**config.mk**
```make
export PLATFORM = sky130hd
export DESIGN_NAME = vis_dev
export DESIGN_NICKNAME = d
export VERILOG_FILES = /design/src/source/vis_pkg.sv /design/src/source/halt_snapshot.sv /design/src/source/dump_formatter.sv /design/src/source/byte_fifo.sv /design/src/source/uart_tx.sv /design/src/source/vis_dev.sv
export SDC_FILE = /design/constraint.sdc
export NUM_CORES = 1
export LEC_CHECK = 0
export BUFFER_PORTS_ARGS = -buffer_cell sky130_fd_sc_hd__buf_2
export CORE_ASPECT_RATIO = 0.8
export CORE_MARGIN = 2
export CORE_UTILIZATION = 51
export DETAILED_ROUTE_END_ITERATION = 8
export HOLD_SLACK_MARGIN = 0.12
export PLACE_DENSITY = 0.85
export RECOVER_POWER = 50
export SYNTH_ARGS = -nofsm -noshare
export SYNTH_HDL_FRONTEND = slang
export SYNTH_HIERARCHICAL = 1
export SYNTH_SLANG_ARGS = --single-unit
```
**constraint.sdc**
```tcl
create_clock -name clk_ -period 20.5 [get_ports clk_]
set_input_delay 2.05 -clock clk_ [delete_from_list [all_inputs] [get_ports clk_]]
set_output_delay 2.05 -clock clk_ [all_outputs]
set_load 0.1 [all_outputs]
```
**src/source/vis_pkg.sv**
```systemverilog
package vis_pkg;

  localparam int DATA_W   = 16;              // processor word width
  localparam int NUM_REGS = 16;              // r0 .. r15
  localparam int FLAG_W   = 5;               // s, z, o, c, cb from bit 0 up
  localparam int CHAR_W   = 8;               // one ascii byte

  localparam logic [DATA_W-1:0] HALT_CODE = 16'h0000;  // halt opcode, all zeros

  localparam int NUM_WORD_LINES = NUM_REGS + 1;        // registers plus pc
  localparam int NUM_LINES      = NUM_WORD_LINES + FLAG_W;  // 22 lines per dump

  localparam logic [CHAR_W-1:0] LINE_END_LF = 8'h0A;   // line feed goes first
  localparam logic [CHAR_W-1:0] LINE_END_CR = 8'h0D;   // then carriage return

  typedef logic [DATA_W-1:0] word_t;
  typedef logic [CHAR_W-1:0] char_t;

  // full processor state, 277 bits
  typedef struct packed {
    word_t [NUM_REGS-1:0] regs;                // general registers
    word_t                pc;                  // program counter
    logic  [FLAG_W-1:0]   flags;               // sign at bit 0
  } cpu_state_t;

  // four-character label of every dump line, first char in the top byte
  localparam logic [4*CHAR_W-1:0] LINE_LABEL [NUM_LINES] = '{
    "R0= ",
    "R1= ",
    "R2= ",
    "R3= ",
    "R4= ",
    "R5= ",
    "R6= ",
    "R7= ",
    "R8= ",
    "R9= ",
    "R10=",
    "R11=",
    "R12=",
    "R13=",
    "R14=",
    "R15=",
    "PC= ",
    "S = ",
    "Z = ",
    "O = ",
    "C = ",
    "CB= "
  };

endpackage

```
**src/source/halt_snapshot.sv**
```systemverilog
`timescale 1ns/100ps

module halt_snapshot (
  input  logic                clk_,
  input  logic                rst,
  input  vis_pkg::word_t      instr,       // instruction word under watch
  input  vis_pkg::cpu_state_t cpu_state,   // live processor state
  input  logic                fmt_busy,    // formatter still emitting
  input  logic                fifo_empty,  // text buffer drained
  input  logic                tx_idle,     // uart line quiet
  output vis_pkg::cpu_state_t snap,        // frozen state for the dump
  output logic                dump_start,  // one-cycle kick to formatter
  output logic                dump_busy    // high for the whole dump
);
  import vis_pkg::*;

  logic halt_now;                          // instr is halt this cycle
  logic prev_halt;                         // instr was halt last cycle
  logic trigger;                           // edge into halt, unit free
  logic drained;                           // whole chain has gone quiet

  assign halt_now = (instr == HALT_CODE);
  assign trigger  = halt_now && !prev_halt && !dump_busy;  // held halt counts once
  assign drained  = !fmt_busy && fifo_empty && tx_idle;

  // previous-instruction tracker
  always_ff @(posedge clk_ or negedge rst)
  begin
    if (!rst)
      prev_halt <= 1'b0;
    else
      prev_halt <= halt_now;
  end

  // capture register, only loaded on a qualifying halt
  always_ff @(posedge clk_)
  begin
    if (trigger)
      snap <= cpu_state;                   // stays put until the next dump
  end

  // start pulse and busy level
  always_ff @(posedge clk_ or negedge rst)
  begin
    if (!rst)
    begin
      dump_start <= 1'b0;
      dump_busy  <= 1'b0;
    end
    else
    begin
      dump_start <= trigger;               // single cycle, trigger needs !busy
      if (trigger)
        dump_busy <= 1'b1;
      else if (dump_busy && drained)
        dump_busy <= 1'b0;                 // fmt_busy covers the start cycle
    end
  end

endmodule

```
**src/source/dump_formatter.sv**
```systemverilog
`timescale 1ns/100ps

module dump_formatter (
  input  logic                clk_,
  input  logic                rst,
  input  vis_pkg::cpu_state_t snap,        // captured state, steady during dump
  input  logic                dump_start,  // pulse from the halt detector
  input  logic                full,        // fifo back-pressure
  output vis_pkg::char_t      wr_data,     // next text byte
  output logic                wr_en,       // byte strobe into the fifo
  output logic                fmt_busy     // still walking the lines
);
  import vis_pkg::*;

  localparam int LINE_W = $clog2(NUM_LINES);
  localparam int POS_W  = 4;
  localparam logic [POS_W-1:0] LABEL_LEN = 4'd4;   // label occupies pos 0..3
  localparam logic [POS_W-1:0] HEX_LAST  = 4'd9;   // label, 4 digits, lf, cr
  localparam logic [POS_W-1:0] FLAG_LAST = 4'd6;   // label, 1 digit, lf, cr

  logic                active;           // dump in progress
  logic [LINE_W-1:0]   line;             // current line 0..21
  logic [POS_W-1:0]    pos;              // byte within the line
  logic                flag_line;        // lines 17..21 carry one flag
  logic [POS_W-1:0]    last_pos;         // position of the cr byte
  logic                line_done;        // cr being written
  logic                dump_done;        // final cr of the dump
  word_t               value;            // register or pc for this line
  logic [4*CHAR_W-1:0] label;            // label text of this line
  logic [1:0]          hex_sel;          // which digit, msd first
  logic [3:0]          nibble;           // digit value
  logic [2:0]          flag_sel;         // flag index, sign first
  char_t               label_char;
  char_t               hex_out;
  char_t               flag_char;

  // nibble to upper-case ascii hex
  function automatic char_t hex_char(input logic [3:0] nib);
    char_t base;
    if (nib < 4'd10)
      base = 8'h30;                      // '0'
    else
      base = 8'h37;                      // 'A' minus ten
    return base + {4'h0, nib};
  endfunction

  assign flag_line = (line >= LINE_W'(NUM_WORD_LINES));
  assign last_pos  = flag_line ? FLAG_LAST : HEX_LAST;
  assign line_done = (pos == last_pos);
  assign dump_done = line_done && (line == LINE_W'(NUM_LINES - 1));

  // value and label selection
  assign value    = (line < LINE_W'(NUM_REGS)) ? snap.regs[line[3:0]] : snap.pc;
  assign label    = LINE_LABEL[line];
  assign flag_sel = 3'(line - LINE_W'(NUM_WORD_LINES));
  assign hex_sel  = 2'(pos - LABEL_LEN);

  assign label_char = label[CHAR_W*(3 - pos[1:0]) +: CHAR_W];   // first char on top
  assign nibble     = value[4*(3 - hex_sel) +: 4];
  assign hex_out    = hex_char(nibble);
  assign flag_char  = {7'h18, snap.flags[flag_sel]};            // '0' or '1'

  // byte mux
  always_comb
  begin
    if (line_done)
      wr_data = LINE_END_CR;             // cr closes every line
    else if (pos == last_pos - 1'b1)
      wr_data = LINE_END_LF;
    else if (pos < LABEL_LEN)
      wr_data = label_char;
    else if (flag_line)
      wr_data = flag_char;               // no leading nul byte
    else
      wr_data = hex_out;
  end

  assign wr_en    = active && !full;     // one byte per free cycle
  assign fmt_busy = active || dump_start;

  // line and position counters
  always_ff @(posedge clk_ or negedge rst)
  begin
    if (!rst)
    begin
      active <= 1'b0;
      line   <= '0;
      pos    <= '0;
    end
    else if (dump_start)
    begin
      active <= 1'b1;                    // first byte in the next cycle
      line   <= '0;
      pos    <= '0;
    end
    else if (wr_en)
    begin
      if (line_done)
      begin
        pos  <= '0;
        line <= line + 1'b1;             // flag lines jump here from pos 6
      end
      else
        pos <= pos + 1'b1;
      if (dump_done)
        active <= 1'b0;                  // 205th byte just went out
    end
  end

endmodule

```
**src/source/byte_fifo.sv**
```systemverilog
`timescale 1ns/100ps

module byte_fifo #(
  parameter int FIFO_DEPTH = 8
) (
  input  logic           clk_,
  input  logic           rst,
  input  vis_pkg::char_t wr_data,      // byte from the formatter
  input  logic           wr_en,
  input  logic           rd_en,        // pop, data taken same cycle
  output vis_pkg::char_t rd_data,      // head of queue, fall-through
  output logic           full,
  output logic           empty
);
  import vis_pkg::*;

  localparam int PTR_W = (FIFO_DEPTH > 1) ? $clog2(FIFO_DEPTH) : 1;
  localparam int CNT_W = $clog2(FIFO_DEPTH + 1);

  char_t            mem [FIFO_DEPTH];  // storage, no reset needed
  logic [PTR_W-1:0] wr_ptr;
  logic [PTR_W-1:0] rd_ptr;
  logic [CNT_W-1:0] count;             // occupancy
  logic             do_wr;
  logic             do_rd;

  assign do_wr   = wr_en && !full;
  assign do_rd   = rd_en && !empty;
  assign full    = (count == CNT_W'(FIFO_DEPTH));
  assign empty   = (count == '0);
  assign rd_data = mem[rd_ptr];        // visible one cycle after its write

  always_ff @(posedge clk_)
  begin
    if (do_wr)
      mem[wr_ptr] <= wr_data;
  end

  // pointers wrap at depth, not at a power of two
  always_ff @(posedge clk_ or negedge rst)
  begin
    if (!rst)
    begin
      wr_ptr <= '0;
      rd_ptr <= '0;
      count  <= '0;
    end
    else
    begin
      if (do_wr)
        wr_ptr <= (wr_ptr == PTR_W'(FIFO_DEPTH - 1)) ? '0 : wr_ptr + 1'b1;
      if (do_rd)
        rd_ptr <= (rd_ptr == PTR_W'(FIFO_DEPTH - 1)) ? '0 : rd_ptr + 1'b1;
      case ({do_wr, do_rd})
        2'b10:   count <= count + 1'b1;
        2'b01:   count <= count - 1'b1;
        default: count <= count;         // both or neither
      endcase
    end
  end

endmodule

```
**src/source/uart_tx.sv**
```systemverilog
`timescale 1ns/100ps

module uart_tx #(
  parameter int CLKS_PER_BIT = 20000
) (
  input  logic           clk_,
  input  logic           rst,
  input  vis_pkg::char_t rd_data,      // fifo head
  input  logic           empty,        // nothing to send
  output logic           rd_en,        // pop and start a frame
  output logic           tx,           // serial line, idles high
  output logic           tx_idle       // no frame on the line
);
  import vis_pkg::*;

  localparam int CNT_W = (CLKS_PER_BIT > 1) ? $clog2(CLKS_PER_BIT) : 1;

  logic              busy;             // frame in flight
  logic [CNT_W-1:0]  clk_cnt;          // clocks within current bit
  logic [3:0]        bit_cnt;          // 0 start, 1..8 data, 9 stop
  logic [CHAR_W:0]   shift_q;          // data lsb first, then stop
  logic              bit_end;          // last clock of a bit
  logic              frame_end;        // last clock of the stop bit
  logic              ready;

  assign bit_end   = (clk_cnt == CNT_W'(CLKS_PER_BIT - 1));
  assign frame_end = busy && bit_end && (bit_cnt == 4'd9);
  assign ready     = !busy || frame_end;   // next frame right after stop
  assign rd_en     = ready && !empty;
  assign tx_idle   = !busy;

  // payload shifter
  always_ff @(posedge clk_)
  begin
    if (rd_en)
      shift_q <= {1'b1, rd_data};          // stop bit sits above the data
    else if (busy && bit_end)
      shift_q <= {1'b1, shift_q[CHAR_W:1]};
  end

  // bit timing and line driver
  always_ff @(posedge clk_ or negedge rst)
  begin
    if (!rst)
    begin
      busy    <= 1'b0;
      clk_cnt <= '0;
      bit_cnt <= '0;
      tx      <= 1'b1;
    end
    else if (rd_en)
    begin
      busy    <= 1'b1;
      clk_cnt <= '0;
      bit_cnt <= '0;
      tx      <= 1'b0;                     // start bit in the next cycle
    end
    else if (busy)
    begin
      if (bit_end)
      begin
        clk_cnt <= '0;
        if (bit_cnt == 4'd9)
        begin
          busy <= 1'b0;                    // stop bit done, line stays high
          tx   <= 1'b1;
        end
        else
        begin
          bit_cnt <= bit_cnt + 1'b1;
          tx      <= shift_q[0];           // data lsb first, stop last
        end
      end
      else
        clk_cnt <= clk_cnt + 1'b1;
    end
  end

endmodule

```
**src/source/vis_dev.sv**
```systemverilog
`timescale 1ns/100ps

module vis_dev #(
  parameter int CLKS_PER_BIT = 20000,      // clocks per uart bit
  parameter int FIFO_DEPTH   = 8           // text buffer bytes
) (
  input  logic                clk_,
  input  logic                rst,
  input  vis_pkg::word_t      instr,       // instruction word, every clock
  input  vis_pkg::cpu_state_t cpu_state,   // registers, pc and flags
  output logic                tx,          // uart transmit line
  output logic                dump_busy    // high while a dump runs
);
  import vis_pkg::*;

  cpu_state_t snap;                        // frozen state
  logic       dump_start;
  logic       fmt_busy;
  char_t      wr_data;                     // formatter to fifo
  logic       wr_en;
  logic       full;
  char_t      rd_data;                     // fifo to uart
  logic       rd_en;
  logic       empty;
  logic       tx_idle;

  halt_snapshot u_halt_snapshot (
    .clk_       (clk_),
    .rst        (rst),
    .instr      (instr),
    .cpu_state  (cpu_state),
    .fmt_busy   (fmt_busy),
    .fifo_empty (empty),
    .tx_idle    (tx_idle),
    .snap       (snap),
    .dump_start (dump_start),
    .dump_busy  (dump_busy)
  );

  dump_formatter u_dump_formatter (
    .clk_       (clk_),
    .rst        (rst),
    .snap       (snap),
    .dump_start (dump_start),
    .full       (full),
    .wr_data    (wr_data),
    .wr_en      (wr_en),
    .fmt_busy   (fmt_busy)
  );

  byte_fifo #(.FIFO_DEPTH(FIFO_DEPTH)) u_byte_fifo (
    .clk_    (clk_),
    .rst     (rst),
    .wr_data (wr_data),
    .wr_en   (wr_en),
    .rd_en   (rd_en),
    .rd_data (rd_data),
    .full    (full),
    .empty   (empty)
  );

  uart_tx #(.CLKS_PER_BIT(CLKS_PER_BIT)) u_uart_tx (
    .clk_    (clk_),
    .rst     (rst),
    .rd_data (rd_data),
    .empty   (empty),
    .rd_en   (rd_en),
    .tx      (tx),
    .tx_idle (tx_idle)
  );

endmodule

```
### Yosys cells after proc, flatten, opt, wreduce, memory -nomap -nowiden

Memories as Yosys holds them, arrays and structs flattened.
Index checks and enable logic that the tools add are counted.

* flip-flop bits (word level): 329
* bits in writable memories: 64
* ROM bits: 1024
* bits of input ports: 295
* output and inout port bits: 2
* word-level logic and storage cells: 149
* memories: 2

Memories
* (name not given): depth 32, bits a word 32, read ports 1, clocked after memory_dff 0, wr ports 0, RTL line dump_formatter.sv:54 `assign label = LINE_LABEL[line];`
* u_byte_fifo.mem: depth 8, bits a word 8, read ports 1, clocked after memory_dff 0, wr ports 1, RTL line byte_fifo.sv:20 `char_t mem [FIFO_DEPTH];`

* add/subtract/negate cells: 14
* magnitude comparators: 7
* equality and inequality tests: 11
* shift operators: 2
* mux-type cells: 46
* bitwise operators: 1
* reductions and logical operators: 34

Operators by type and width (count)
* $bmux 16 s4: 1
* $mux 32: 2
* $mux 8: 6
* $mux 15: 3
* $shiftx 16x33->4: 1
* $shiftx 32x33->8: 1
* $mux 16: 2
* $mux 4: 8
* $logic_not 16->1: 1
* $mux 1: 16
* $reduce_bool 2->1: 8
* $add 15x1->15 const B: 1
* $eq 15x15->1 const B: 1
* $mux 5: 3
* $add 4x1->4 const B: 3
* $logic_and 1x1->1: 12
* $mux 3: 3
* $eq 4x4->1: 2
* $eq 4x4->1 const B: 2
* $pmux 4 s2: 1
* $sub 4x1->4 const B: 2
* $add 6x4->7: 1
* $add 3x1->3 const B: 2
* $eq 3x3->1 const B: 2
* other kinds (22): 31

### Longest topological paths before layout

Gate-level depths: netlist of the first run.

* word-level depth: 11
* mapped depth: 16
* depth with buffers taken out: 13

### Hierarchy

The synthesis of the first run kept the hierarchy.

By module, submodules not included
* halt_snapshot: times used 1, cells an instance 290, area each 8474.4 µm²
* dump_formatter: times used 1, cells an instance 381, area each 3649.8 µm²
* byte_fifo: times used 1, cells an instance 163, area each 3216.8 µm²
* uart_tx: times used 1, cells an instance 144, area each 1550.2 µm²

### Worst setup path after synthesis of the first run

No wires, ideal clock.

* path kind: input -> register
* start: input instr[14]
* end: register u_halt_snapshot.dump_start
* data arrival time: 21143 ps
* required time: 18475 ps
* setup slack: -2668 ps
* cell stages on the path: 3
* buffers on the path: 0
* path through: nor4_2 -> nand4_1 -> nor3_1

* word-level cells in the longest chain between the ends: 3

RTL lines
* from (decl): RTL line vis_dev.sv:9 `input vis_pkg::word_t instr,`
* $logic_not 16->1: RTL line halt_snapshot.sv:22 `assign halt_now = (instr == HALT_CODE);`
* $logic_and 1x1->1 (2 in a row): RTL line halt_snapshot.sv:23 `assign trigger = halt_now && !prev_halt && !dump_busy;`
* via u_halt_snapshot.trigger: RTL line halt_snapshot.sv:19 `logic trigger;`
* to (signal assigned): RTL line halt_snapshot.sv:52 `dump_start <= trigger;`
* to (decl): RTL line halt_snapshot.sv:12 `output logic dump_start,`

The timed path passes the listed nets, and every way through them passes these cells.
A chain may end at the register's enable or synchronous reset.

### Final worst setup path of the first run

* start: register u_dump_formatter.line[0]
* end: memory u_byte_fifo/mem[2][4] in the netlist's numbering (data pin)

* word-level cells in the longest chain between the ends: 11
* elaborated cells between the ends (all ways): 22
* classes of those cells: 2 x add/sub; 3 x order compare; 2 x eq/ne; 2 x shift; 11 x mux; 1 x bitwise; 1 x memory

RTL lines
* from (decl): RTL line dump_formatter.sv:22 `logic [LINE_W-1:0] line;`
* from (signal assigned): RTL line dump_formatter.sv:101 `line <= line + 1'b1;`
* $bmux 16 s4: RTL line dump_formatter.sv:53 `assign value = (line < LINE_W'(NUM_REGS)) ? snap.regs[line[3:0]] : snap.pc;`
* $mux 16 (implied by the code): RTL line dump_formatter.sv:53
* $mux 16: RTL line dump_formatter.sv:53
* $shiftx 16x33->4: RTL line dump_formatter.sv:59 `assign nibble = value[4*(3 - hex_sel) +: 4];`
* $lt 4x4->1: RTL line dump_formatter.sv:40 `if (nib < 4'd10)`
* $mux 3: RTL line dump_formatter.sv:40
* $add 6x4->7: RTL line dump_formatter.sv:44 `return base + {4'h0, nib};`
* $mux 8: RTL line dump_formatter.sv:72 `else if (flag_line)`
* $mux 8: RTL line dump_formatter.sv:70 `else if (pos < LABEL_LEN)`
* $mux 8: RTL line dump_formatter.sv:68 `else if (pos == last_pos - 1'b1)`
* $mux 8 *: RTL line dump_formatter.sv:66 `if (line_done)`
* via wr_data[4]: RTL line vis_dev.sv:19 `char_t wr_data;`
* to (decl): RTL line byte_fifo.sv:20

The timed path passes the listed nets; every way through them passes the cells marked *. The select of a mux whose other input is x is not followed.

==> impl_metrics.yaml, run 1 <==
setup_path:
  crit_required_ns: 20.75
  r2r_start: "u_dump_formatter/line[0]$_DFFE_PN0P_"
  largest_fanout_on_the_critical_path: 55
  worst_r2r_path_depth: 12
  worst_setup_path_startpoint: "u_dump_formatter/line[0]$_DFFE_PN0P_"
  worst_setup_path_start_kind: "register"
  timing.rr.end: "u_byte_fifo/mem[2][4]$_DFFE_PP_"
  critical_path.endpoint: "u_byte_fifo/mem[2][4]$_DFFE_PP_"
  critPathArrivalTime_ns: 5.75
  end_kind: "register"
  path_class: "register to register"
  worst-r2r-setup-slack_ns: 15.00
detailed_routing:
  route.final.wire_length_um: 39990
  drc_errors: 0
  wire_per_inst_um: 23.06
  detail-route-antenna-nets: 0
  route.vias.total: 10410
  drt_first_pass_iters: 6
  drt_first_iter_violations: 1033
  vias_per_cell: 6.004
clock_tree:
  cts_hold_buf: 0
  clkTransAtPathRegs_ns: 0.07
  cts_made_buffers: 38
  ctsLongestPathBuffers: 3
  cts_setup_buffers: 0
  cts-htree-levels: 2
  clock-root-buffer: "clkbuf_16"
  worstSkewPairLatency_ns: 0.54
  clock_sinks: 393
  clock_tree_from_tritoncts: "yes"
  post_cts_resize_count: 0
run_status:
  violations: "capacitance limit, slew limit"
  status: "finished with violations"
logic_synthesis:
  synthesis_warnings: 6
  synth_ff_type: "edfxtp_1"
  yosysSeqAreaShare_pct: 68.57
  synthDominantAreaCellType: "edfxtp_1"
  synth_top_cell_area_share_pct: 62.04
  flop_and_latch_count_out_of_synthesis: 393
  synthesis.instances: 978
  synth.area.top_cells: "edfxtp_1 62%, mux4_2 8.7%, dfrtp_1 6.4%, ha_1 1.9%, mux2_4 1.6%"
  ys_async_sr_fraction_pct: 11.20
  syn-mean-instance-area_um2: 17.27
  synth-edff-count: 349
  netlist-cell-type-count: 87
  syn_nets: 1300
  area_of_the_mapped_netlist_mm2: 0.01689
placement:
  routabilityCongestion: 0.9064
  dp_cells: 1662
  io_buffer_count: 296
  detailedPlacementHpwl_um: 27370
die:
  chipWidth_um: 207.5
  boundary_pin_count: 297
  core_region_area_mm2: 0.03256
  initial_utilization_pct: 51.89
  chipHeight_um: 166.8
  dieArea_mm2: 0.03460
  core.rowCount: 59
cells_and_area:
  num-nets-final: 1597
  fin_cells: 1734
  layout.cells.most_common_list: "349 x edfxtp_1, 255 x buf_2, 65 x mux4_2, 53 x clkbuf_1, 42 x nand2_1"
  final.fill_count: 2343
  final_common_cell: "edfxtp_1"
  layout-area-overhead-vs-synth_pct: 17.88
  final_layout_size_suffix_gt1_share_pct: 33.79
grt:
  number_of_global_route_vias_before_repair: 10800
  grt_start_max_net_pins: 207
  antenna_found_initial: 5
  global_route_wire_length_before_repair_um: 60700
  gr-total-overflow: 0
  grt_usage_pct: 22.91
power:
  power_density_mw_per_mm2: 83.41
  ir_worst_vdd_mv: 0.08747
  leakagePower_nw: 7.219
sta:
  finalHoldViolCount: 0
  unrepaired_setup_endpoints_after_global_routing: "false"
  report.final.slew_viol_count: 54
  final_critical_path_required_period_ns: 5.504
  clock_skew_ns: 0.02429
  maxClockFrequency_mhz: 181.7
  setup_violations: 0
  post-route-period-util_pct: 26.85
  slew-limit-headroom_pct: -58.83
  tns_ns: 0
  tightest_slew_ns: 2.382
worst_hold_path:
  hold_path_class: "register to register"
job:
  drv_cap: 2
[worst max-delay path, stage by stage (launching register included)]
cell	delay [ns]
dfrtp_4	0.89
buf_4	0.82
mux4_2	0.59
a22o_1	0.25
a2111oi_1	0.45
o221ai_1	0.29
nand2_1	0.19
a211oi_1	0.16
ha_1	0.29
fa_1	0.39
inv_1	0.09
o21ai_0	0.15
a21oi_1	0.55
[stage by stage]
stage	instance area (um^2)	power, mW	hold WS (ns)	setup WS, ns	util (%)
CTS	20000	1.672	0.4977	14.99	61.44
finish	19910	1.661	0.5016	15.00	61.16
floorplan	16900	0.9247	0.4506	6.266	-
global route	19910	1.710	0.5238	14.63	61.16
global placement	18720	0.9598	0.4771	15.23	57.51
detailed placement	18720	0.9646	0.4846	15.03	57.51
[area by class of cell]
type                            count  area (um^2)  area share [%]
Sequential cell                   393        11590           58.20
Tap cell                          427        534.3           2.683
Antenna cell                        5        12.51         0.06284
Clock inverter                     15        180.2          0.9049
Clock buffer                       52         1097           5.511
Inverter                           24        90.09          0.4524
Multi-Input combinational cell    511         4898           24.60
Timing Repair Buffer              307         1510           7.585
[synth_stat cells, types with 3 or more instances]
library cell	n
nand3_1	22
ha_1	25
and3_1	4
o21a_1	3
or3_1	4
edfxtp_1	349
a221oi_1	5
nor3_1	12
o211ai_1	5
mux4_1	7
buf_6	10
mux2_2	14
o21ai_0	30
buf_1	3
a211oi_1	5
a22oi_1	6
mux4_2	65
o22ai_1	9
a31oi_1	16
a21o_1	6
xnor2_1	5
mux2i_1	26
nand2b_1	11
clkbuf_1	25
nor2_1	35
nand4_1	7
and2_1	3
inv_1	22
mux2_4	18
a21oi_1	30
nor2b_1	7
dfrtp_1	43
nor4_1	11
buf_2	8
nor3b_1	6
nor4_2	4
a32oi_1	3
a22o_1	5
a2111oi_2	3
nand2_1	41
[where the power goes]
part | switching [mW] | total, mW | internal (mW) | leakage [nW]
combinational | 0.0265 | 0.0582 | 0.0317 | 2.84
clock | 0.297 | 0.713 | 0.417 | 0.621
sequential | 0.0123 | 0.889 | 0.877 | 3.76
total | 0.336 | 1.66 | 1.33 | 7.22
[worst min path at each step]
| stage | startpoint | end | slack [ns] | depth (start not counted) |
|---|---|---|---|---|
| final | u_uart_tx/clk_cnt[14]$_DFFE_PN0P_ | u_uart_tx/clk_cnt[14]$_DFFE_PN0P_ | 0.50 | 1 |
| after floorplan | u_uart_tx/clk_cnt[14]$_DFFE_PN0P_ | u_uart_tx/clk_cnt[14]$_DFFE_PN0P_ | 0.45 | 1 |
| after CTS | u_uart_tx/clk_cnt[14]$_DFFE_PN0P_ | u_uart_tx/clk_cnt[14]$_DFFE_PN0P_ | 0.50 | 1 |
| after detailed placement | u_uart_tx/clk_cnt[14]$_DFFE_PN0P_ | u_uart_tx/clk_cnt[14]$_DFFE_PN0P_ | 0.48 | 1 |
| after global routing | u_uart_tx/clk_cnt[14]$_DFFE_PN0P_ | u_uart_tx/clk_cnt[14]$_DFFE_PN0P_ | 0.52 | 1 |
| after global placement | u_uart_tx/clk_cnt[14]$_DFFE_PN0P_ | u_uart_tx/clk_cnt[14]$_DFFE_PN0P_ | 0.48 | 1 |
[metal layers]
| metal | global-route usage (%) | up-vias | wire, um |
|---|---|---|---|
| li1 | - | 4554 | - |
| met5 | 0 | - | 0 |
| met3 | 4.865 | 102 | 3450 |
| met4 | 10.00 | 0 | 1555 |
| met1 | 29.88 | 5160 | 15340 |
| met2 | 37.51 | 595 | 19640 |
[kinds of logic (layout without fill, tap and decap cells)]
| kind of cell | Yosys count | in the layout | synth area share (%) |
|---|---|---|---|
| AO/OA/AOI/OAI | 158 | 158 | 6.615 |
| XOR/XNOR | 7 | 7 | 0.3630 |
| adder cells (fa/ha/maj) | 27 | 27 | 2.089 |
| buffers and inverters | 74 | 398 | 2.356 |
| flip-flops | 393 | 393 | 68.57 |
| multiplexers | 131 | 131 | 13.90 |
| other | 1 | 6 | 0.02220 |
| AND/OR/NAND/NOR | 187 | 187 | 6.089 |
[state kept, by name, summed over array words and instances, names as in the netlist]
| register | flops |
|---|---|
| u_byte_fifo/count | 4 |
| u_halt_snapshot/dump_busy | 1 |
| u_byte_fifo/wr_ptr | 3 |
| u_halt_snapshot/dump_start | 1 |
| u_uart_tx/tx | 1 |
| u_uart_tx/bit_cnt | 4 |
| u_byte_fifo/mem | 64 |
| u_dump_formatter/line | 5 |
| u_uart_tx/busy | 1 |
| u_uart_tx/shift_q | 8 |
| u_dump_formatter/pos | 4 |
| u_dump_formatter/active | 1 |
| u_halt_snapshot/snap | 277 |
| u_uart_tx/clk_cnt | 15 |
| u_byte_fifo/rd_ptr | 3 |
| u_halt_snapshot/prev_halt | 1 |
No activity file was read; power rests on OpenSTA's default activity.
==> run 2: changes to the inputs <==
Clock period 20.5 ns to 4.9 ns, I/O delays scaled along.
==> run 2 against run 1 <==
The run still ends with capacitance limit, slew limit left. Register-to-register slack got worse by 15 ns. Worst setup slack got worse by 15 ns. Design area rose by 4.7%. Largest cell class unchanged. Sequential cell count did not move. Critical endpoint is now u_byte_fifo/mem[7][2]$_DFFE_PP_. Die area did not move. Clock power rose to 4.2 times the previous value.
==> impl_metrics.yaml, run 2 (same netlist as run 1, synthesis figures left out) <==
detailed_routing:
  drt_first_pass_iters: 8
  wire_per_inst_um: 24.69
  drc_errors: 0
  vias_per_cell: 6.022
  route.vias.total: 11030
  detail-route-antenna-nets: 0
  route.final.wire_length_um: 45240
  drt_first_iter_violations: 1258
run_status:
  status: "finished with violations"
  violations: "capacitance limit, slew limit"
clock_tree:
  cts_hold_buf: 72
  ctsLongestPathBuffers: 3
  worstSkewPairLatency_ns: 0.54
  clock-root-buffer: "clkbuf_16"
  cts-htree-levels: 2
  clock_sinks: 393
  post_cts_resize_count: 0
  cts_setup_buffers: 0
  clkTransAtPathRegs_ns: 0.06
  cts_made_buffers: 40
  clock_tree_from_tritoncts: "yes"
setup_path:
  worst_setup_path_start_kind: "register"
  critPathArrivalTime_ns: 4.87
  end_kind: "register"
  largest_fanout_on_the_critical_path: 25
  path_class: "register to register"
  crit_required_ns: 5.15
cells_and_area:
  number_of_flip_flops_under_the_largest_register_name: 277
  layout-area-overhead-vs-synth_pct: 23.41
  final.fill_count: 2208
  final_layout_size_suffix_gt1_share_pct: 30.91
  num-nets-final: 1694
  largest_register: "u_halt_snapshot/snap"
  layout.cells.most_common_list: "349 x edfxtp_1, 234 x buf_2, 79 x dlygate4sd3_1, 78 x clkbuf_1, 65 x mux4_2"
  final_common_cell: "edfxtp_1"
  reg_top3: "u_halt_snapshot/snap x277, u_byte_fifo/mem x64, u_uart_tx/clk_cnt x15"
  reg_area_mm2: 0.01159
  multi_input_area_mm2: 0.004937
  fin_cells: 1832
grt:
  number_of_global_route_vias_before_repair: 11490
  global_route_wire_length_before_repair_um: 68070
  gr-total-overflow: 0
  antenna_found_initial: 1
  grt_start_max_net_pins: 168
  grt_usage_pct: 26.02
worst_hold_path:
  hold_path_class: "input pin to register"
sta:
  slew-limit-headroom_pct: -62.04
  post-route-period-util_pct: 94.36
  unrepaired_setup_endpoints_after_global_routing: "false"
  report.final.slew_viol_count: 76
  finalHoldViolCount: 0
  clock_skew_ns: 0.03105
  tns_ns: 0
  maxClockFrequency_mhz: 216.3
  final_critical_path_required_period_ns: 4.624
  tightest_slew_ns: 2.431
  setup_violations: 0
placement:
  detailedPlacementHpwl_um: 28640
  dp_cells: 1678
  io_buffer_count: 296
  routabilityCongestion: 0.9002
die:
  boundary_pin_count: 297
  dieArea_mm2: 0.03460
  core.rowCount: 59
  initial_utilization_pct: 51.89
  chipWidth_um: 207.5
  core_region_area_mm2: 0.03256
  chipHeight_um: 166.8
power:
  leakagePower_nw: 7.596
  ir_worst_vdd_mv: 0.3942
  share_clk_of_total_power_pct: 42.7
  power_switching_share_pct: 21.10
  power_density_mw_per_mm2: 336.3
  internal-power_mw: 5.531
  seq_power_share_pct: 53.1
  netSwitchingPower_mw: 1.479
  pwr-share-comb_pct: 4.3
job:
  drv_cap: 2
## run 2: cell type report
type                       count  area share, %
antenna                        1        0.01200
clock buffer                  53          5.240
timing repair buffer         402          11.65
clock inverter                21         0.8283
tap                          427          2.563
inverter                      24         0.4321
sequential                   393          55.59
multi-input combinational    511          23.68
## run 2: metal layers
layer	part of all wire, %	GRT usage (%)	vias to the layer above
li1	-	-	4751
met1	36	32.96	5387
met2	51	44.36	760
met3	9.2	5.393	134
met4	4.1	10.16	0
met5	0	0	-
## run 2: critical path, stage by stage (launching register included)
cell       delay, ns
dfrtp_4         0.83
buf_12          0.28
mux4_2          0.52
a22oi_1         0.26
a31oi_1         0.14
a2111oi_2       0.56
a211oi_1        0.23
ha_1            0.30
fa_1            0.39
nand3_1         0.10
inv_1           0.08
o2bb2ai_1       0.14
nor3b_2         0.47
## run 2: through the flow
stage | total power [mW] | area (um^2) | hold WS [ns] | util [%] | setup WS, ns
final | 7.010 | 20850 | 0.1257 | 64.03 | 0.2765
after global placement | 4.023 | 18900 | 0.4690 | 58.06 | 0.6146
after CTS | 6.974 | 20890 | 0.1201 | 64.16 | 0.4175
after floorplan | 3.869 | 16930 | 0.1944 | - | -3.227
after detailed placement | 4.035 | 18900 | 0.4845 | 58.06 | 0.5131
after global routing | 7.197 | 20850 | 0.1203 | 64.03 | 0.06398
## run 2: final timing paths
| kind | start | endpoint | slack (ns) | cells past startpoint |
|---|---|---|---|---|
| max | u_dump_formatter/line[0]$_DFFE_PN0P_ | u_byte_fifo/mem[7][2]$_DFFE_PP_ | 0.28 | 12 |
| min | cpu_state[218] | u_halt_snapshot/snap[218]$_DFFE_PP_ | 0.13 | 1 |
| max reg2reg | u_dump_formatter/line[0]$_DFFE_PN0P_ | u_byte_fifo/mem[7][2]$_DFFE_PP_ | 0.28 | 12 |
| min reg2reg | u_halt_snapshot/prev_halt$_DFF_PN0_ | u_halt_snapshot/dump_busy$_DFFE_PN0P_ | 0.46 | 1 |
| max in group asynchronous | rst | u_dump_formatter/line[0]$_DFFE_PN0P_ | 2.49 | 1 |
| min in group asynchronous | rst | u_uart_tx/clk_cnt[8]$_DFFE_PN0P_ | 0.69 | 1 |
## run 2: power groups by stage
stage / logic (mW) / registers (mW) / clock network [mW]
after global placement: 0.237 / 3.79 / 0
after global routing: 0.327 / 3.73 / 3.14
after CTS: 0.294 / 3.72 / 2.96
after detailed placement: 0.245 / 3.79 / 0
after floorplan: 0.0995 / 3.77 / 0
final: 0.300 / 3.72 / 2.99
